===== src/design/panel_pkg.sv =====
// panel geometry and frame RAM address layout
// address is row, then column, then byte select (byte_sel 0 is the low byte)
package panel_pkg;

    localparam int brightness_levels = 6;
    localparam int bytes_per_pixel = 2;

    localparam int default_width = 64;
    localparam int default_height = 32;

    function automatic int row_bits_of(input int height);
        return $clog2(height);
    endfunction

    function automatic int col_bits_of(input int width);
        return $clog2(width);
    endfunction

    // full RAM address width, byte select included
    function automatic int addr_bits_of(input int width, input int height);
        return row_bits_of(height) + col_bits_of(width) + $clog2(bytes_per_pixel);
    endfunction

    typedef logic [brightness_levels-1:0] brightness_t;

endpackage


===== src/design/cmd_pkg.sv =====
// command byte codes and the decoder-side types
package cmd_pkg;

    typedef logic [7:0] byte_t;

    // colour plane switches
    localparam byte_t cmd_red_on = "R";
    localparam byte_t cmd_red_off = "r";
    localparam byte_t cmd_green_on = "G";
    localparam byte_t cmd_green_off = "g";
    localparam byte_t cmd_blue_on = "B";
    localparam byte_t cmd_blue_off = "b";

    // brightness planes, '1' is the first toggle code
    localparam byte_t cmd_plane_first = "1";
    localparam byte_t cmd_all_off = "0";
    localparam byte_t cmd_all_on = "9";

    // multi-byte commands
    localparam byte_t cmd_load_brightness = "T";
    localparam byte_t cmd_blank = "Z";
    localparam byte_t cmd_pixel = "P";

    typedef enum logic [1:0] {
        idle,
        load_brightness,
        pixel,
        blank
    } decoder_state_t;

    typedef enum logic [2:0] {
        channel_on,
        channel_off,
        plane_toggle,
        all_off,
        all_on,
        load
    } setting_op_t;

endpackage


===== src/design/cmd_decoder.sv =====
// command decoder for the LED panel byte stream
// maps single-byte commands to settings ops and dispatches P, T and Z
`timescale 1ns/1ns
module cmd_decoder (
    input  logic                 clk_in,
    input  logic                 reset,
    input  cmd_pkg::byte_t       data_rx,
    input  logic                 data_ready_n,
    input  logic                 pixel_done,
    input  logic                 blank_done,
    output logic                 busy,
    output logic                 ready_for_data,
    output logic                 setting_valid,
    output cmd_pkg::setting_op_t setting_op,
    output cmd_pkg::byte_t       setting_data,
    output logic                 pixel_byte_valid,
    output cmd_pkg::byte_t       pixel_byte,
    output logic                 blank_start
);
    import cmd_pkg::*;
    import panel_pkg::*;

    decoder_state_t state;
    logic accept;
    logic cmd_phase;
    logic is_plane;
    logic decode_valid;
    setting_op_t decode_op;
    byte_t decode_data;

    assign busy = (state != idle);
    assign ready_for_data = (state != blank);
    assign accept = ~data_ready_n && ready_for_data;

    // last pixel write in flight, next byte is already a command
    assign cmd_phase = (state == idle) || (state == pixel && pixel_done);

    assign pixel_byte_valid = accept && state == pixel && !pixel_done;
    assign pixel_byte = data_rx;
    assign blank_start = accept && cmd_phase && data_rx == cmd_blank;

    assign is_plane = data_rx >= cmd_plane_first &&
                      data_rx < cmd_plane_first + byte_t'(brightness_levels);

    always_comb begin
        decode_valid = 1'b1;
        decode_op = channel_on;
        decode_data = '0;
        case (data_rx)
            cmd_red_on: decode_data = 8'd0;
            cmd_red_off: decode_op = channel_off;
            cmd_green_on: decode_data = 8'd1;
            cmd_green_off: begin
                decode_op = channel_off;
                decode_data = 8'd1;
            end
            cmd_blue_on: decode_data = 8'd2;
            cmd_blue_off: begin
                decode_op = channel_off;
                decode_data = 8'd2;
            end
            cmd_all_off: decode_op = all_off;
            cmd_all_on: decode_op = all_on;
            default: begin
                // plane number 1..6
                decode_op = plane_toggle;
                decode_data = data_rx - cmd_plane_first + 8'd1;
                decode_valid = is_plane;
            end
        endcase
        if (state == load_brightness) begin
            decode_valid = 1'b1;
            decode_op = load;
            decode_data = data_rx;
        end
    end

    always_ff @(posedge clk_in) begin
        if (reset) begin
            state <= idle;
            setting_valid <= 1'b0;
        end else begin
            setting_valid <= accept && decode_valid &&
                             (cmd_phase || state == load_brightness);
            if (state == load_brightness && accept) begin
                state <= idle;
            end
            if (state == blank && blank_done) begin
                state <= idle;
            end
            if (accept && cmd_phase) begin
                case (data_rx)
                    cmd_load_brightness: state <= load_brightness;
                    cmd_pixel: state <= pixel;
                    cmd_blank: state <= blank;
                    default: state <= idle;
                endcase
            end else if (state == pixel && pixel_done) begin
                state <= idle;
            end
        end
    end

    always_ff @(posedge clk_in) begin
        if (accept) begin
            setting_op <= decode_op;
            setting_data <= decode_data;
        end
    end

endmodule


===== src/design/pixel_writer.sv =====
// pixel writer for the P command
// takes row, column and two data bytes, then issues two byte writes
`timescale 1ns/1ns
module pixel_writer #(
    parameter int panel_width = panel_pkg::default_width,
    parameter int panel_height = panel_pkg::default_height
) (
    input  logic                 clk_in,
    input  logic                 reset,
    input  logic                 pixel_byte_valid,
    input  cmd_pkg::byte_t       pixel_byte,
    output logic                 write_request,
    output logic [panel_pkg::addr_bits_of(panel_width, panel_height)-1:0] write_address,
    output cmd_pkg::byte_t       write_data,
    output logic                 pixel_done
);
    import panel_pkg::*;

    localparam int row_bits = row_bits_of(panel_height);
    localparam int col_bits = col_bits_of(panel_width);
    localparam int sel_bits = addr_bits_of(panel_width, panel_height) - row_bits - col_bits;

    logic [1:0] arg_count;
    logic [row_bits-1:0] row;
    logic [col_bits-1:0] col;

    always_ff @(posedge clk_in) begin
        if (reset) begin
            arg_count <= 2'd0;
            write_request <= 1'b0;
            pixel_done <= 1'b0;
        end else begin
            write_request <= pixel_byte_valid && arg_count[1];
            pixel_done <= pixel_byte_valid && arg_count == 2'd3;
            if (pixel_byte_valid) begin
                // wraps back to the row byte after the second data byte
                arg_count <= arg_count + 2'd1;
            end
        end
    end

    always_ff @(posedge clk_in) begin
        if (pixel_byte_valid) begin
            case (arg_count)
                2'd0: row <= pixel_byte[row_bits-1:0];
                2'd1: col <= pixel_byte[col_bits-1:0];
                // first data byte is the high byte
                2'd2: write_address <= {row, col, sel_bits'(1)};
                default: write_address <= {row, col, sel_bits'(0)};
            endcase
            write_data <= pixel_byte;
        end
    end

endmodule


===== src/design/panel_blanker.sv =====
// panel blanker, sweeps every frame RAM address once per start
`timescale 1ns/1ns
module panel_blanker #(
    parameter int panel_width = panel_pkg::default_width,
    parameter int panel_height = panel_pkg::default_height
) (
    input  logic clk_in,
    input  logic reset,
    input  logic blank_start,
    output logic write_request,
    output logic [panel_pkg::addr_bits_of(panel_width, panel_height)-1:0] write_address,
    output logic blank_done
);
    import panel_pkg::*;

    localparam int addr_bits = addr_bits_of(panel_width, panel_height);
    localparam int depth = panel_width * panel_height * bytes_per_pixel;
    localparam logic [addr_bits-1:0] last_address = addr_bits'(depth - 1);

    logic active;

    always_ff @(posedge clk_in) begin
        if (reset) begin
            active <= 1'b0;
            write_address <= '0;
        end else if (blank_start) begin
            active <= 1'b1;
            write_address <= '0;
        end else if (active) begin
            if (write_address == last_address) begin
                active <= 1'b0;
            end else begin
                write_address <= write_address + 1'b1;
            end
        end
    end

    // one zero write per cycle while sweeping
    assign write_request = active;
    assign blank_done = active && write_address == last_address;

endmodule


===== src/design/display_settings.sv =====
// display settings, colour-plane and brightness-plane enables
`timescale 1ns/1ns
module display_settings (
    input  logic                  clk_in,
    input  logic                  reset,
    input  logic                  setting_valid,
    input  cmd_pkg::setting_op_t  setting_op,
    input  cmd_pkg::byte_t        setting_data,
    output logic [2:0]            rgb_enable,
    output panel_pkg::brightness_t brightness_enable
);
    import cmd_pkg::*;
    import panel_pkg::*;

    localparam int plane_bits = $clog2(brightness_levels);

    logic [plane_bits-1:0] plane_index;

    // plane 1 is the top bit
    assign plane_index = plane_bits'(brightness_levels) - plane_bits'(setting_data);

    always_ff @(posedge clk_in) begin
        if (reset) begin
            rgb_enable <= 3'b111;
            brightness_enable <= '1;
        end else if (setting_valid) begin
            case (setting_op)
                channel_on: rgb_enable[setting_data[1:0]] <= 1'b1;
                channel_off: rgb_enable[setting_data[1:0]] <= 1'b0;
                plane_toggle: begin
                    brightness_enable[plane_index] <= ~brightness_enable[plane_index];
                end
                all_off: brightness_enable <= '0;
                all_on: brightness_enable <= '1;
                load: brightness_enable <= setting_data[brightness_levels-1:0];
                default: brightness_enable <= brightness_enable;
            endcase
        end
    end

endmodule


===== src/design/ram_port.sv =====
// frame RAM write port
// registers whichever requester is active, blank writes carry zero data
`timescale 1ns/1ns
module ram_port #(
    parameter int panel_width = panel_pkg::default_width,
    parameter int panel_height = panel_pkg::default_height
) (
    input  logic           clk_in,
    input  logic           reset,
    input  logic           pixel_request,
    input  logic [panel_pkg::addr_bits_of(panel_width, panel_height)-1:0] pixel_address,
    input  cmd_pkg::byte_t pixel_data,
    input  logic           blank_request,
    input  logic [panel_pkg::addr_bits_of(panel_width, panel_height)-1:0] blank_address,
    output logic [panel_pkg::addr_bits_of(panel_width, panel_height)-1:0] ram_address,
    output cmd_pkg::byte_t ram_data_out,
    output logic           ram_write_enable
);

    always_ff @(posedge clk_in) begin
        if (reset) begin
            ram_write_enable <= 1'b0;
        end else begin
            ram_write_enable <= pixel_request || blank_request;
        end
    end

    always_ff @(posedge clk_in) begin
        if (blank_request) begin
            ram_address <= blank_address;
            ram_data_out <= '0;
        end else if (pixel_request) begin
            ram_address <= pixel_address;
            ram_data_out <= pixel_data;
        end
    end

endmodule


===== src/design/led_ctrl_top.sv =====
// LED matrix byte-command controller
// decoder, pixel writer, blanker, settings and RAM port
`timescale 1ns/1ns
module led_ctrl_top #(
    parameter int panel_width = panel_pkg::default_width,
    parameter int panel_height = panel_pkg::default_height
) (
    input  logic                   clk_in,
    input  logic                   reset,
    input  cmd_pkg::byte_t         data_rx,
    input  logic                   data_ready_n,
    output logic [2:0]             rgb_enable,
    output panel_pkg::brightness_t brightness_enable,
    output logic [panel_pkg::addr_bits_of(panel_width, panel_height)-1:0] ram_address,
    output cmd_pkg::byte_t         ram_data_out,
    output logic                   ram_write_enable,
    output logic                   busy,
    output logic                   ready_for_data
);
    import cmd_pkg::*;
    import panel_pkg::*;

    localparam int addr_bits = addr_bits_of(panel_width, panel_height);

    logic setting_valid;
    setting_op_t setting_op;
    byte_t setting_data;
    logic pixel_byte_valid;
    byte_t pixel_byte;
    logic pixel_done;
    logic blank_start;
    logic blank_done;
    logic pixel_request;
    logic [addr_bits-1:0] pixel_address;
    byte_t pixel_data;
    logic blank_request;
    logic [addr_bits-1:0] blank_address;

    cmd_decoder cmd_decoder_inst (
        .clk_in          (clk_in),
        .reset           (reset),
        .data_rx         (data_rx),
        .data_ready_n    (data_ready_n),
        .pixel_done      (pixel_done),
        .blank_done      (blank_done),
        .busy            (busy),
        .ready_for_data  (ready_for_data),
        .setting_valid   (setting_valid),
        .setting_op      (setting_op),
        .setting_data    (setting_data),
        .pixel_byte_valid(pixel_byte_valid),
        .pixel_byte      (pixel_byte),
        .blank_start     (blank_start)
    );

    pixel_writer #(
        .panel_width (panel_width),
        .panel_height(panel_height)
    ) pixel_writer_inst (
        .clk_in          (clk_in),
        .reset           (reset),
        .pixel_byte_valid(pixel_byte_valid),
        .pixel_byte      (pixel_byte),
        .write_request   (pixel_request),
        .write_address   (pixel_address),
        .write_data      (pixel_data),
        .pixel_done      (pixel_done)
    );

    panel_blanker #(
        .panel_width (panel_width),
        .panel_height(panel_height)
    ) panel_blanker_inst (
        .clk_in       (clk_in),
        .reset        (reset),
        .blank_start  (blank_start),
        .write_request(blank_request),
        .write_address(blank_address),
        .blank_done   (blank_done)
    );

    display_settings display_settings_inst (
        .clk_in           (clk_in),
        .reset            (reset),
        .setting_valid    (setting_valid),
        .setting_op       (setting_op),
        .setting_data     (setting_data),
        .rgb_enable       (rgb_enable),
        .brightness_enable(brightness_enable)
    );

    ram_port #(
        .panel_width (panel_width),
        .panel_height(panel_height)
    ) ram_port_inst (
        .clk_in          (clk_in),
        .reset           (reset),
        .pixel_request   (pixel_request),
        .pixel_address   (pixel_address),
        .pixel_data      (pixel_data),
        .blank_request   (blank_request),
        .blank_address   (blank_address),
        .ram_address     (ram_address),
        .ram_data_out    (ram_data_out),
        .ram_write_enable(ram_write_enable)
    );

endmodule


===== config.mk =====
export PLATFORM = sky130hd
export DESIGN_NAME = led_ctrl_top
export DESIGN_NICKNAME = d
export VERILOG_FILES = /design/src/design/panel_pkg.sv /design/src/design/cmd_pkg.sv /design/src/design/cmd_decoder.sv /design/src/design/pixel_writer.sv /design/src/design/panel_blanker.sv /design/src/design/display_settings.sv /design/src/design/ram_port.sv /design/src/design/led_ctrl_top.sv
export SDC_FILE = /design/constraint.sdc
export NUM_CORES = 1
export LEC_CHECK = 0
export BUFFER_PORTS_ARGS = -buffer_cell sky130_fd_sc_hd__buf_2
export CAP_MARGIN = 20
export CORE_MARGIN = 3
export CORE_UTILIZATION = 40
export CTS_BUF_LIST = sky130_fd_sc_hd__clkbuf_2
export DETAILED_ROUTE_END_ITERATION = 12
export GPL_ROUTABILITY_DRIVEN = 0
export GPL_TIMING_DRIVEN = 0
export PLACE_DENSITY = 0.64
export SLEW_MARGIN = 30
export SYNTH_ARGS = -nofsm -noshare
export SYNTH_HDL_FRONTEND = slang
export SYNTH_SLANG_ARGS = --single-unit

===== constraint.sdc =====
create_clock -name clk_in -period 3.4 [get_ports clk_in]
set_input_delay 0.17 -clock clk_in [delete_from_list [all_inputs] [get_ports clk_in]]
set_output_delay 0.17 -clock clk_in [all_outputs]
set_load 0.01 [all_outputs]

### Word-level counts from Yosys, hierarchy flattened

Cells that the tools add are included.

* bits in registers: 90
* bits of input ports: 11
* output and inout bits: 32
* word-level logic and storage cells: 127

* add/subtract/negate cells: 5
* $lt $le $gt $ge: 6
* eq/ne operators: 24
* mux-type cells: 25
* bitwise gates (word level): 7
* reductions and logical operators: 42

Operators by type and width (number)
* $eq 8x7->1 const B: 9
* $mux 12: 2
* $pmux 12 s2: 1
* $pmux 6 s4: 1
* $pmux 6 s3: 1
* $eq 8x6->1 const B: 2
* $logic_and 1x1->1: 16
* $add 12x1->12 const B: 1
* $eq 12x12->1 const B: 1
* $pmux 3 s4: 1
* $reduce_and 2->1: 6
* $eq 2x2->1 const B: 4
* $ge 8x6->1 const B: 1
* $lt 8x6->1 const B: 1
* $mux 1: 8
* $mux 2: 4
* $reduce_bool 4->1: 2
* $reduce_or 2->1: 4
* $reduce_or 8->1: 1
* $add 6x1->6 const B: 1
* $bwmux 6: 1
* $eq 3x2->1 const B: 2
* $eq 3x3->1 const B: 2
* $mux 6: 1
* other kinds (26): 36

### Longest topological paths before layout

Gate-level depths: netlist of run 1.

* depth after elaboration: 7
* depth in mapped cells: 7
* depth with buffers taken out: 6

### Hierarchy

Synthesis of run 1 repeated with hierarchy kept, for this count alone.

* cells, all modules: 366
* area, all modules: 4305.4 sq um

By module, submodules not included
* pixel_writer: instances 1, cells an instance 50, area an instance 1139.8 sq um, seq. area each 1011.0 sq um
* cmd_decoder: instances 1, cells an instance 105, area an instance 973.4 sq um, seq. area each 390.4 sq um
* ram_port: instances 1, cells an instance 54, area an instance 842.1 sq um, seq. area each 540.5 sq um
* display_settings: instances 1, cells an instance 86, area an instance 698.2 sq um, seq. area each 180.2 sq um
* panel_blanker: instances 1, cells an instance 71, area an instance 651.9 sq um, seq. area each 260.2 sq um

### Worst setup path before layout of run 1

OpenSTA, ideal clock, no wires.

* kind: register to register
* start: register cmd_decoder_inst.state[0]
* end: register pixel_writer_inst.write_address[0] in the netlist's numbering (enable)
* library setup time: 399 ps
* arrival time: 2159 ps
* required time: 3001 ps
* slack: 841 ps
* cell stages (with the launch flop): 4
* path buffers: 1
* period minus slack after synthesis: 2559 ps
* cells stage by stage: dfxtp_1 clkbuf_1 nor3_2 nor3b_1

* longest elaborated chain between the ends: 5
* elaborated cells between the ends (all ways): 6
* those cells by class: 2 x eq/ne; 4 x reduce/logical

RTL lines
* from (decl): line cmd_decoder.sv:23 `decoder_state_t state;`
* from (signal assigned): line cmd_decoder.sv:80 `state <= idle;`
* from (signal assigned): line cmd_decoder.sv:86 `state <= idle;`
* from (signal assigned): line cmd_decoder.sv:89 `state <= idle;`
* $ne 2x2->1: line cmd_decoder.sv:32 `assign ready_for_data = (state != blank);`
* $logic_and 1x1->1: line cmd_decoder.sv:33 `assign accept = ~data_ready_n && ready_for_data;`
* $logic_and 1x1->1 * (2 in series): line cmd_decoder.sv:38 `assign pixel_byte_valid = accept && state == pixel && !pixel_done;`
* net cmd_decoder_inst.pixel_byte_valid: line cmd_decoder.sv:16 `output logic pixel_byte_valid,`
* $reduce_and 2->1 (no source line) *
* to (signal assigned): line pixel_writer.sv:48 `2'd2: write_address <= {row, col, sel_bits'(1)};`
* to (signal assigned): line pixel_writer.sv:49 `default: write_address <= {row, col, sel_bits'(0)};`
* to (decl): line pixel_writer.sv:13 `output logic [panel_pkg::addr_bits_of(panel_width, panel_height)-1:0] write_address,`

Mark *: on every way through the listed nets, which the timed path passes. The rest lies on a longest branch.
A chain may end at the register's enable or synchronous reset.

==> insert_results.sql, run 1 <==
INSERT INTO impl_metrics (metric_group, metric, value, unit) VALUES
('run_status', 'outcome', 'completed', ''),
('global_route', 'grt_first_pass_wirelength', '13600', 'um'),
('sta', 'maxClockFrequency', '394', 'MHz'),
('sta', 'post-route-period-util', '0.747', ''),
('worst_setup_path', 'worst_path_max_delay_cell', 'sky130_fd_sc_hd__edfxtp_1', ''),
('global_route', 'grt_util_all_layers', '0.153', ''),
('clocking', 'cts.htree.levels', '3', ''),
('worst_setup_path', 'worst-setup-path-type', 'reg2reg', ''),
('floorplanning', 'die_x', '107', 'um'),
('drt', 'drt-total-wl', '8290', 'um'),
('layout', 'mostFrequentLayoutCells', 'sky130_fd_sc_hd__edfxtp_1 (52), sky130_fd_sc_hd__buf_2 (48), sky130_fd_sc_hd__dfxtp_1 (38)', ''),
('clocking', 'cts_tree', 'yes', ''),
('worst_hold_path', 'hold_path_end', 'pixel_writer_inst.write_data[6]$_DFFE_PP_', ''),
('sta', 'post-route-min-period', '2.54', 'ns'),
('synth', 'gate_count_after_technology_mapping', '352', ''),
('layout', 'num-nets-final', '442', ''),
('synth', 'synth_cell_type_count', '59', ''),
('placement', 'dp_slack', '0.911', 'ns'),
('worst_setup_path', 'setup.worst_path.start_class', 'register', ''),
('layout', 'fill_cells', '891', ''),
('synth', 'number_of_synthesized_flops_with_an_enable_pin', '52', ''),
('sta', 'skew', '0.0377', 'ns'),
('sta', 'post-route-worst-setup-slack', '0.860', 'ns'),
('layout', 'ff_latch_area', '2320', 'um^2'),
('worst_setup_path', 'crit_path_cell_trace', 'clkbuf_1, inv_1, ha_1, inv_1, a2111oi_0, o41a_1, a311o_1', ''),
('floorplanning', 'floorplan.io_pins', '43', ''),
('clocking', 'ctsLongestPathBuffers', '2', ''),
('synth', 'asyncSetResetFlopFracSynth', '0', ''),
('clocking', 'clkSinkCount', '90', ''),
('sta', 'report.final.setup_viol', '0', ''),
('worst_setup_path', 'crit_path_max_fanout', '10', ''),
('clocking', 'numCtsBuffers', '9', ''),
('placement', 'place_area', '4490', 'um^2'),
('clocking', 'clockRootBuffer', 'sky130_fd_sc_hd__clkbuf_2', ''),
('layout', 'drive_above_1_share', '0.209', ''),
('synth', 'synth-main-ff-cell', 'sky130_fd_sc_hd__edfxtp_1', ''),
('global_route', 'globalRouteOverflowTotal', '0', ''),
('floorplanning', 'die_height', '107', 'um'),
('layout', 'finish.instance_area', '4690', 'um^2'),
('synth', 'post_synth_instance_area', '4100', 'um^2'),
('sta', 'tightest_slew', '0.844', 'ns'),
('global_route', 'grt_pass1_vias', '2698', ''),
('worst_hold_path', 'holdCritPathClass', 'in2reg', ''),
('synth', 'synth_nets', '378', ''),
('synth', 'syn_avg_cell_area', '11.6', 'um^2'),
('worst_setup_path', 'slowest_delay', '0.49', 'ns'),
('drt', 'routed_via_density', '5.16', ''),
('drt', 'detail_route.wl_per_cell', '15.0', 'um'),
('sta', 'grt_setup_unrepaired', 'no', ''),
('clocking', 'clk_pin_slew', '0.27', 'ns'),
('drt', 'drt_initial_violations', '161', ''),
('floorplanning', 'placeableCoreArea', '9860', 'um^2'),
('drt', 'dr_total_vias', '2860', ''),
('sta', 'fin_setup_tns', '0', 'ns'),
('worst_setup_path', 'r2r_start', 'cmd_decoder_inst.setting_data[0]$_DFFE_PP_', ''),
('worst_hold_path', 'hold_path_cell_cnt', '2', ''),
('worst_setup_path', 'reg2reg_slack', '0.86', 'ns'),
('layout', 'final_core_util', '0.476', ''),
('placement', 'place_hpwl', '5850', 'um'),
('synth', 'synth_sequential_area_ratio', '0.567', ''),
('synth', 'post_synthesis_sequential_element_count', '90', ''),
('job', 'max_cap_viol_count', '0', ''),
('floorplanning', 'floorplan.initialDensity', '0.415', ''),
('layout', 'antenna-diode-count', '0', ''),
('worst_setup_path', 'critical-path-top-cell-by-count', 'sky130_fd_sc_hd__inv_1', ''),
('floorplanning', 'std_cell_rows', '36', ''),
('sta', 'slew_headroom', '0.438', ''),
('sta', 'report.final.hold_viol_count', '0', ''),
('synth', 'synthesis.yosys.warnings', '0', ''),
('drt', 'drtAntennaViolNets', '0', ''),
('power', 'ir_worst_vdd', '148', 'uV');
## flip-flops by register name (all words and copies together) (netlist names), named ones only
name	flops
panel_blanker_inst.write_address	12
pixel_writer_inst.write_address	12
pixel_writer_inst.arg_count	2
pixel_writer_inst.write_request	1
panel_blanker_inst.write_request	1
cmd_decoder_inst.setting_op	3
ram_port_inst.ram_address	12
pixel_writer_inst.write_data	8
pixel_writer_inst.pixel_done	1
cmd_decoder_inst.setting_valid	1
ram_port_inst.ram_write_enable	1
pixel_writer_inst.col	6
cmd_decoder_inst.state	2
cmd_decoder_inst.setting_data	6
pixel_writer_inst.row	5
ram_port_inst.ram_data_out	8
## critical path: cells and delay by family (launching register included)
kind            cells  cell delay [ns]
compound gates      3             0.91
fa+ha+maj           1             0.41
flops               1             0.49
buf+inv             3             0.65
## layer usage
metal | wire length [um] | part of all wire | global-route usage | vias to the layer above
li1 | - | - | - | 1434
met1 | 3840 | 0.46 | 0.203 | 1341
met2 | 3950 | 0.48 | 0.244 | 77
met3 | 403 | 0.049 | 0.0427 | 8
met4 | 101 | 0.012 | 0.0438 | 0
met5 | 0 | 0 | 0 | -
## what timing repair did
item | CTS | global route
hold buffers | 10 | 0
endpoints found under the hold margin | 23 | 0
endpoints found under the setup margin | 0 | 0
## report_power, final
| group | switching [mW] | internal (mW) |
|---|---|---|
| combinational | 0.0679 | 0.0440 |
| sequential | 0.00635 | 1.16 |
| clock | 0.381 | 0.110 |
| total | 0.455 | 1.31 |
## Yosys cell counts (all sizes together) (2+ instances only)
cell    instances  area, um^2
a211oi          6        45.0
a21boi          3        22.5
a21oi           9        45.0
a311o           5        50.1
a311oi          4        35.0
a31oi           3        18.8
a41o            2        20.0
and2            3        18.8
and3            3        18.8
buf             8        37.5
clkbuf          9        33.8
dfxtp          38         761
edfxtp         52        1560
ha             15         188
inv            14        52.6
mux2           13         146
mux2i          10         100
nand2          15        56.3
nand2b          5        31.3
nand3          11        60.1
nand4           5        37.5
nor2           33         124
nor2b          11        68.8
nor3            6        35.0
nor3b           2        20.0
nor4            2        12.5
o211ai          5        37.5
o21a            5        37.5
o21ai          14        70.1
o22ai           2        12.5
o31ai           5        51.3
or2             4        25.0
or3             2        12.5
or3b            2        17.5
or4             4        30.0
xnor2           3        26.3
xor2            5        51.3
## metrics by stage
stage	power, mW	hold slack (ns)
2_1_floorplan	1.25	0.269
3_3_place_gp	1.28	0.374
3_5_place_dp	1.29	0.377
4_1_cts	1.79	0.279
5_1_grt	1.85	0.258
6_report	1.76	0.332
## worst max path at each step
stage | start | endpoint | slack (ns)
finish | cmd_decoder_inst.setting_data[0]$_DFFE_PP_ | register | 0.86
global route | cmd_decoder_inst.setting_data[0]$_DFFE_PP_ | register | 0.69
CTS | cmd_decoder_inst.setting_data[0]$_DFFE_PP_ | register | 0.88
detailed placement | cmd_decoder_inst.setting_data[0]$_DFFE_PP_ | register | 0.91
global placement | cmd_decoder_inst.state[0]$_SDFFE_PP0P_ | pixel_writer_inst.write_address[1]$_DFFE_PP_ | 0.10
floorplan | cmd_decoder_inst.state[0]$_SDFFE_PP0P_ | pixel_writer_inst.write_address[0]$_DFFE_PP_ | 0.84
## layout make-up
cell class / instances / area share
Clock buffer: 10 / 0.0107
Inverter: 14 / 0.0112
Multi-Input combinational cell: 231 / 0.354
Sequential cell: 90 / 0.495
Buffer: 17 / 0.0152
Clock inverter: 6 / 0.0101
Tap cell: 133 / 0.0355
Timing Repair Buffer: 53 / 0.0678
## logic make-up (layout without fill, tap and decap cells)
group,count (synthesis),in the layout,share of synthesized area
adder cells (fa/ha/maj),15,15,0.0458
AO/OA/AOI/OAI,72,72,0.129
multiplexers,23,23,0.0602
XOR/XNOR,8,8,0.0189
buffers and inverters,31,100,0.0302
flip-flops,90,90,0.567
AND/OR/NAND/NOR,113,113,0.150
Power figures use the tool's default switching activity.
==> run 2, diff against run 1 <==
clock period = 2.6 ns   (was 3.4 ns; I/O delays follow)
==> run 2 against run 1 <==
Against the previous run:
- first-iteration DRC count down 8.1%
- clock-buffer cell count is the same
- die area unchanged
- clock skew about the same
- wire length down 0.52%
- worst hold slack worse by 0.036 ns
- combinational power increased by 28%
- critical path depth down 1
- fmax grew 5.9%
- non-clock buffer count fell by 1
- critical path type unchanged
==> insert_results.sql, run 2 (synthesized netlist as in run 1, its figures left out) <==
INSERT INTO impl_metrics (metric_group, metric, value, unit) VALUES
('power', 'ir_worst_vdd', '196', 'uV'),
('floorplanning', 'std_cell_rows', '36', ''),
('worst_setup_path', 'critical-path-top-delay-family', 'compound AO/OA/AOI/OAI gates', ''),
('sta', 'post-route-period-util', '0.923', ''),
('floorplanning', 'die_height', '107', 'um'),
('layout', 'final_common_cell', 'sky130_fd_sc_hd__edfxtp_1', ''),
('global_route', 'grt_util_all_layers', '0.153', ''),
('clocking', 'numCtsBuffers', '9', ''),
('power', 'cellInternalPower', '1.71', 'mW'),
('placement', 'place_hpwl', '5850', 'um'),
('layout', 'fill_cells', '893', ''),
('worst_setup_path', 'slowest_delay', '0.67', 'ns'),
('layout', 'ff_latch_area', '2320', 'um^2'),
('power', 'power_frac_comb', '0.062', ''),
('placement', 'placement.io_buffers', '42', ''),
('power', 'clock_power_share', '0.278', ''),
('clocking', 'insertion_delay', '0.55', 'ns'),
('clocking', 'clkSinkCount', '90', ''),
('worst_setup_path', 'critical-path-top-cell-by-count', 'sky130_fd_sc_hd__inv_1', ''),
('sta', 'skew', '0.0377', 'ns'),
('drt', 'drt_initial_violations', '148', ''),
('layout', 'antenna-diode-count', '0', ''),
('sta', 'report.final.hold_viol_count', '0', ''),
('global_route', 'maximum_number_of_pins_on_one_net_before_global_route_repair', '17', ''),
('power', 'static-leakage-power', '1.71', 'nW'),
('drt', 'drt_pass1_iterations', '4', ''),
('worst_setup_path', 'worst-endpoint-required', '3.05', 'ns'),
('worst_setup_path', 'cp.arrival', '2.84', 'ns'),
('global_route', 'grt_pass1_vias', '2698', ''),
('layout', 'mostFrequentLayoutCells', 'sky130_fd_sc_hd__edfxtp_1 (52), sky130_fd_sc_hd__buf_2 (48), sky130_fd_sc_hd__dfxtp_1 (38)', ''),
('sta', 'report.final.setup_viol', '0', ''),
('worst_hold_path', 'holdCritPathClass', 'in2reg', ''),
('drt', 'drt-total-wl', '8250', 'um'),
('layout', 'final_core_util', '0.475', ''),
('layout', 'synthToLayoutAreaGrowth', '14.4', '%'),
('power', 'switching_power', '0.595', 'mW'),
('layout', 'area_used_by_multi_input_combinational_logic', '1660', 'um^2'),
('sta', 'tightest_slew', '0.845', 'ns'),
('floorplanning', 'floorplan.initialDensity', '0.415', ''),
('drt', 'dr_total_vias', '2857', ''),
('global_route', 'grt_first_pass_wirelength', '13600', 'um'),
('power', 'power_per_cell_area', '492', 'nW/um^2'),
('worst_setup_path', 'timing.critical_path.buf_inv', '2', ''),
('layout', 'num-nets-final', '441', ''),
('floorplanning', 'die_x', '107', 'um'),
('run_status', 'outcome', 'completed', ''),
('clocking', 'ctsLongestPathBuffers', '2', ''),
('worst_setup_path', 'crit_path_cell_trace', 'inv_1, ha_1, inv_1, a2111oi_0, o41a_1, a311o_1', ''),
('clocking', 'cts.htree.levels', '3', ''),
('sta', 'grt_setup_unrepaired', 'no', ''),
('floorplanning', 'floorplan.io_pins', '43', ''),
('drt', 'routed_via_density', '5.17', ''),
('sta', 'fin_setup_tns', '0', 'ns'),
('worst_setup_path', 'setup.worst_path.start_class', 'register', ''),
('clocking', 'clk_pin_slew', '0.27', 'ns'),
('drt', 'drtAntennaViolNets', '0', ''),
('global_route', 'globalRouteOverflowTotal', '0', ''),
('floorplanning', 'area_of_the_die', '11500', 'um^2'),
('layout', 'layout_top_registers', 'panel_blanker_inst.write_address (12), pixel_writer_inst.write_address (12), ram_port_inst.ram_address (12)', ''),
('drt', 'detail_route.wl_per_cell', '14.9', 'um'),
('sta', 'slew_headroom', '0.437', ''),
('sta', 'post-route-min-period', '2.40', 'ns'),
('worst_setup_path', 'worst_path_max_delay_cell', 'sky130_fd_sc_hd__edfxtp_1', ''),
('sta', 'maxClockFrequency', '417', 'MHz'),
('sta', 'timing_max_transition_violations_final', '0', ''),
('worst_setup_path', 'worst-setup-path-type', 'reg2reg', ''),
('power', 'report.power.total', '2.31', 'mW'),
('worst_setup_path', 'crit_path_max_fanout', '13', ''),
('global_route', 'grt_antenna_before_repair', '0', ''),
('job', 'max_cap_viol_count', '0', ''),
('layout', 'drive_above_1_share', '0.210', ''),
('power', 'pwr-share-seq', '0.659', ''),
('drt', 'drc', '0', ''),
('clocking', 'clockRootBuffer', 'sky130_fd_sc_hd__clkbuf_2', ''),
('worst_setup_path', 'kind_of_capture_point_of_the_worst_setup_path', 'register', ''),
('clocking', 'cts_tree', 'yes', ''),
('power', 'netSwitchingFraction', '0.258', ''),
('floorplanning', 'placeableCoreArea', '9860', 'um^2');
==> run 2: path summary, 6_finish.rpt <==
kind / cells past startpoint / slack, ns / from / endpoint
hold / removal: 2 / 0.30 / data_rx[6] / pixel_writer_inst.write_data[6]$_DFFE_PP_
hold reg to reg: 0 / 0.47 / pixel_writer_inst.col[5]$_DFFE_PP_ / pixel_writer_inst.write_address[6]$_DFFE_PP_
setup / recovery: 6 / 0.20 / cmd_decoder_inst.setting_data[0]$_DFFE_PP_ / register
setup reg to reg: 6 / 0.20 / cmd_decoder_inst.setting_data[0]$_DFFE_PP_ / register
==> run 2: metrics by stage <==
step           setup slack, ns  instances  hold slack, ns  instance area, um^2
2_1_floorplan           0.0414        352           0.229                 4100
3_3_place_gp            -0.697        527           0.334                 4470
3_5_place_dp             0.111        528           0.337                 4490
4_1_cts                 0.0798        554           0.239                 4690
5_1_grt                 0.0502        553           0.218                 4690
6_report                 0.201        553           0.295                 4690
==> run 2: what timing repair did <==
item | 4_1_cts | 5_1_grt
hold endpoints to repair | 36 | 0
setup buffers | 0 | 0
setup endpoints to repair | 0 | 5
resized for setup | 0 | 0
hold buffers | 10 | 0
==> run 2: power by group through the flow <==
stage | Sequential (mW) | Clock (mW) | Combinational [mW]
final | 1.52 | 0.642 | 0.143
after detailed placement | 1.55 | 0 | 0.133
after global routing | 1.52 | 0.731 | 0.160
after global placement | 1.55 | 0 | 0.131
after CTS | 1.52 | 0.673 | 0.145
after floorplan | 1.55 | 0 | 0.0898
==> run 2: cell type report <==
cell class,instances,area share
flip-flops and latches,90,0.495
multi-input cells,231,0.355
repair buffers,53,0.0678
well taps,133,0.0355
plain buffers,16,0.0144
inverters,14,0.0112
clock buffers,10,0.0107
clock inverters,6,0.0101
==> run 2: layer usage <==
| layer | vias up | part of all wire | track usage |
|---|---|---|---|
| met2 | 80 | 0.47 | 0.244 |
| met1 | 1335 | 0.46 | 0.203 |
| met4 | 0 | 0.014 | 0.0438 |
| li1 | 1432 | - | - |
| met5 | - | 0 | 0 |
| met3 | 10 | 0.048 | 0.0427 |
==> run 2: worst register-to-register path, cell delays in order, from the launching register on <==
cell	delay, ns
sky130_fd_sc_hd__edfxtp_1	0.67
sky130_fd_sc_hd__inv_1	0.19
sky130_fd_sc_hd__ha_1	0.42
sky130_fd_sc_hd__inv_1	0.14
sky130_fd_sc_hd__a2111oi_0	0.09
sky130_fd_sc_hd__o41a_1	0.44
sky130_fd_sc_hd__a311o_1	0.38
==> run 3, diff against run 2 <==
CELL_PAD_IN_SITES_DETAIL_PLACEMENT = 0   (was unset)
CELL_PAD_IN_SITES_GLOBAL_PLACEMENT = 1   (was unset)
PLACE_DENSITY = 0.75   (was 0.64)
==> run 3 against run 2 <==
Against the previous run:
- die area is the same
- core utilization grew 0.24 points
- wire length grew 1.1%
- via count shrank 0.70%
- sequential power is essentially flat
- clock power grew 11%
- critical path type unchanged
- fmax grew 0.70%
==> insert_results.sql, run 3 (synthesized netlist as in run 1, its figures left out) <==
INSERT INTO impl_metrics (metric_group, metric, value, unit) VALUES
('layout', 'final_core_util', '0.478', ''),
('layout', 'layout_top_registers', 'panel_blanker_inst.write_address (12), pixel_writer_inst.write_address (12), ram_port_inst.ram_address (12)', ''),
('sta', 'report.final.hold_viol_count', '0', ''),
('worst_setup_path', 'critical-path-top-cell-by-count', 'sky130_fd_sc_hd__inv_1', ''),
('floorplanning', 'floorplan.initialDensity', '0.415', ''),
('worst_setup_path', 'cp.arrival', '2.82', 'ns'),
('sta', 'slew_headroom', '0.465', ''),
('job', 'max_cap_viol_count', '0', ''),
('layout', 'synthToLayoutAreaGrowth', '15.0', '%'),
('sta', 'tightest_slew', '0.802', 'ns'),
('clocking', 'clkSinkCount', '90', ''),
('drt', 'dr_total_vias', '2837', ''),
('worst_setup_path', 'setup.worst_path.start_class', 'register', ''),
('clocking', 'cts.htree.levels', '3', ''),
('sta', 'maxClockFrequency', '420', 'MHz'),
('layout', 'layout.cells.non_filler', '554', ''),
('sta', 'report.final.setup_viol', '0', ''),
('worst_setup_path', 'worst-endpoint-required', '3.04', 'ns'),
('floorplanning', 'floorplan.io_pins', '43', ''),
('worst_setup_path', 'kind_of_capture_point_of_the_worst_setup_path', 'register', ''),
('layout', 'num-nets-final', '442', ''),
('floorplanning', 'die_height', '107', 'um'),
('worst_setup_path', 'worst-setup-path-type', 'reg2reg', ''),
('clocking', 'insertion_delay', '0.53', 'ns'),
('sta', 'timing_max_transition_violations_final', '0', ''),
('placement', 'placement.io_buffers', '42', ''),
('floorplanning', 'placeableCoreArea', '9860', 'um^2'),
('run_status', 'outcome', 'completed', ''),
('global_route', 'grt_pass1_vias', '2801', ''),
('placement', 'dpl.cell_count', '528', ''),
('power', 'static-leakage-power', '1.72', 'nW'),
('floorplanning', 'die_x', '107', 'um'),
('worst_setup_path', 'slowest_delay', '0.49', 'ns'),
('layout', 'drive_above_1_share', '0.209', ''),
('clocking', 'ctsLongestPathBuffers', '2', ''),
('sta', 'post-route-min-period', '2.38', 'ns'),
('worst_setup_path', 'crit_path_max_fanout', '10', ''),
('worst_setup_path', 'reg2reg_slack', '0.22', 'ns'),
('placement', 'place_hpwl', '5960', 'um'),
('drt', 'routed_via_density', '5.12', ''),
('layout', 'mostFrequentLayoutCells', 'sky130_fd_sc_hd__edfxtp_1 (52), sky130_fd_sc_hd__buf_2 (48), sky130_fd_sc_hd__dfxtp_1 (38)', ''),
('sta', 'grt_setup_unrepaired', 'no', ''),
('worst_hold_path', 'hold_start', 'data_rx[6]', ''),
('worst_hold_path', 'hold_path_cell_cnt', '2', ''),
('global_route', 'globalRouteOverflowTotal', '0', ''),
('clocking', 'numCtsBuffers', '9', ''),
('global_route', 'grt_first_pass_wirelength', '14000', 'um'),
('clocking', 'clockRootBuffer', 'sky130_fd_sc_hd__clkbuf_2', ''),
('worst_hold_path', 'holdCritPathClass', 'in2reg', ''),
('drt', 'drtAntennaViolNets', '0', ''),
('sta', 'skew', '0.0235', 'ns'),
('layout', 'final_common_cell', 'sky130_fd_sc_hd__edfxtp_1', ''),
('global_route', 'grt_util_all_layers', '0.156', ''),
('drt', 'drc', '0', ''),
('clocking', 'clk_pin_slew', '0.25', 'ns'),
('worst_setup_path', 'r2r_start', 'cmd_decoder_inst.setting_data[0]$_DFFE_PP_', ''),
('drt', 'drt_pass1_iterations', '6', ''),
('worst_setup_path', 'crit_path_cell_trace', 'clkbuf_2, inv_1, ha_1, inv_1, a2111oi_0, o41a_1, a311o_1', ''),
('worst_hold_path', 'hold_path_end', 'pixel_writer_inst.write_data[6]$_DFFE_PP_', ''),
('worst_setup_path', 'reg2reg_depth', '7', ''),
('floorplanning', 'area_of_the_die', '11500', 'um^2'),
('clocking', 'cts_setup_buffers', '0', ''),
('drt', 'detail_route.wl_per_cell', '15.0', 'um'),
('floorplanning', 'std_cell_rows', '36', ''),
('worst_setup_path', 'worst_path_max_delay_cell', 'sky130_fd_sc_hd__edfxtp_1', ''),
('layout', 'antenna-diode-count', '0', ''),
('global_route', 'maximum_number_of_pins_on_one_net_before_global_route_repair', '16', ''),
('drt', 'drt_initial_violations', '76', ''),
('clocking', 'cts_tree', 'yes', ''),
('power', 'power_per_cell_area', '505', 'nW/um^2'),
('power', 'ir_worst_vdd', '283', 'uV'),
('global_route', 'grt_antenna_before_repair', '0', ''),
('sta', 'post-route-period-util', '0.916', ''),
('drt', 'drt-total-wl', '8340', 'um');
[run 3: cell count changes in the layout (fill, tap and decap cells not counted)]
cell                         before  now
sky130_fd_sc_hd__bufinv_16        0    1
sky130_fd_sc_hd__clkinvlp_4       0    1
sky130_fd_sc_hd__clkinv_2         2    0
sky130_fd_sc_hd__inv_6            2    1
sky130_fd_sc_hd__clkinv_1         0    1
sky130_fd_sc_hd__clkinv_4         1    0
sky130_fd_sc_hd__clkbuf_2        10   12
[run 3: how the worst max path moves through the flow]
stage	end	startpoint	depth (start not counted)	slack, ns
floorplan	pixel_writer_inst.write_address[0]$_DFFE_PP_	cmd_decoder_inst.state[0]$_SDFFE_PP0P_	3	0.04
global placement	pixel_writer_inst.write_address[10]$_DFFE_PP_	cmd_decoder_inst.state[0]$_SDFFE_PP0P_	3	-0.55
detailed placement	register	cmd_decoder_inst.setting_data[0]$_DFFE_PP_	7	0.11
CTS	register	cmd_decoder_inst.setting_data[0]$_DFFE_PP_	6	0.09
global route	register	cmd_decoder_inst.setting_data[0]$_DFFE_PP_	6	0.08
finish	register	cmd_decoder_inst.setting_data[0]$_DFFE_PP_	7	0.22
[run 3: through the flow]
step                      setup WS (ns)  area, um^2  TNS [ns]  hold slack, ns  total power [mW]
final                             0.218        4710         0           0.314              2.38
after global routing             0.0799        4710         0           0.254              2.48
after CTS                        0.0871        4710         0           0.238              2.41
after detailed placement          0.106        4490         0           0.337              1.68
after global placement           -0.551        4470     -6.61           0.331              1.68
after floorplan                  0.0414        4100         0           0.229              1.64
[run 3: metal layers]
layer  share of wire  vias to the layer above  global-route usage
met4          0.0086                        0              0.0694
met1            0.49                     1334               0.215
met5               0                        -                   0
met2            0.47                       52               0.242
met3           0.030                        6              0.0265
li1                -                     1445                   -
[run 3: critical path, delay by kind of cell (launching register included)]
kind / cells / cell delay [ns]
buf+inv: 3 / 0.53
flops: 1 / 0.49
compound gates: 3 / 0.90
fa+ha+maj: 1 / 0.39
[run 3: layout make-up]
cell class,instances,area (um^2)
Sequential cell,90,2320
Inverter,14,52.6
Fill cell,903,5150
Multi-Input combinational cell,231,1660
Clock inverter,5,61.3
Timing Repair Buffer,53,318
Tap cell,133,166
Buffer,17,72.6
Clock buffer,11,55.1
[run 3: what timing repair did]
action | in CTS | in global routing
gates resized for setup | 0 | 2
hold buffers | 10 | 0
setup endpoints to repair | 0 | 5
endpoints found under the hold margin | 33 | 0
[run 3: where the power goes]
part	total [mW]	internal (mW)	switching, mW
registers	1.52	1.51	0.00846
clock network	0.714	0.237	0.477
logic	0.147	0.0578	0.0890
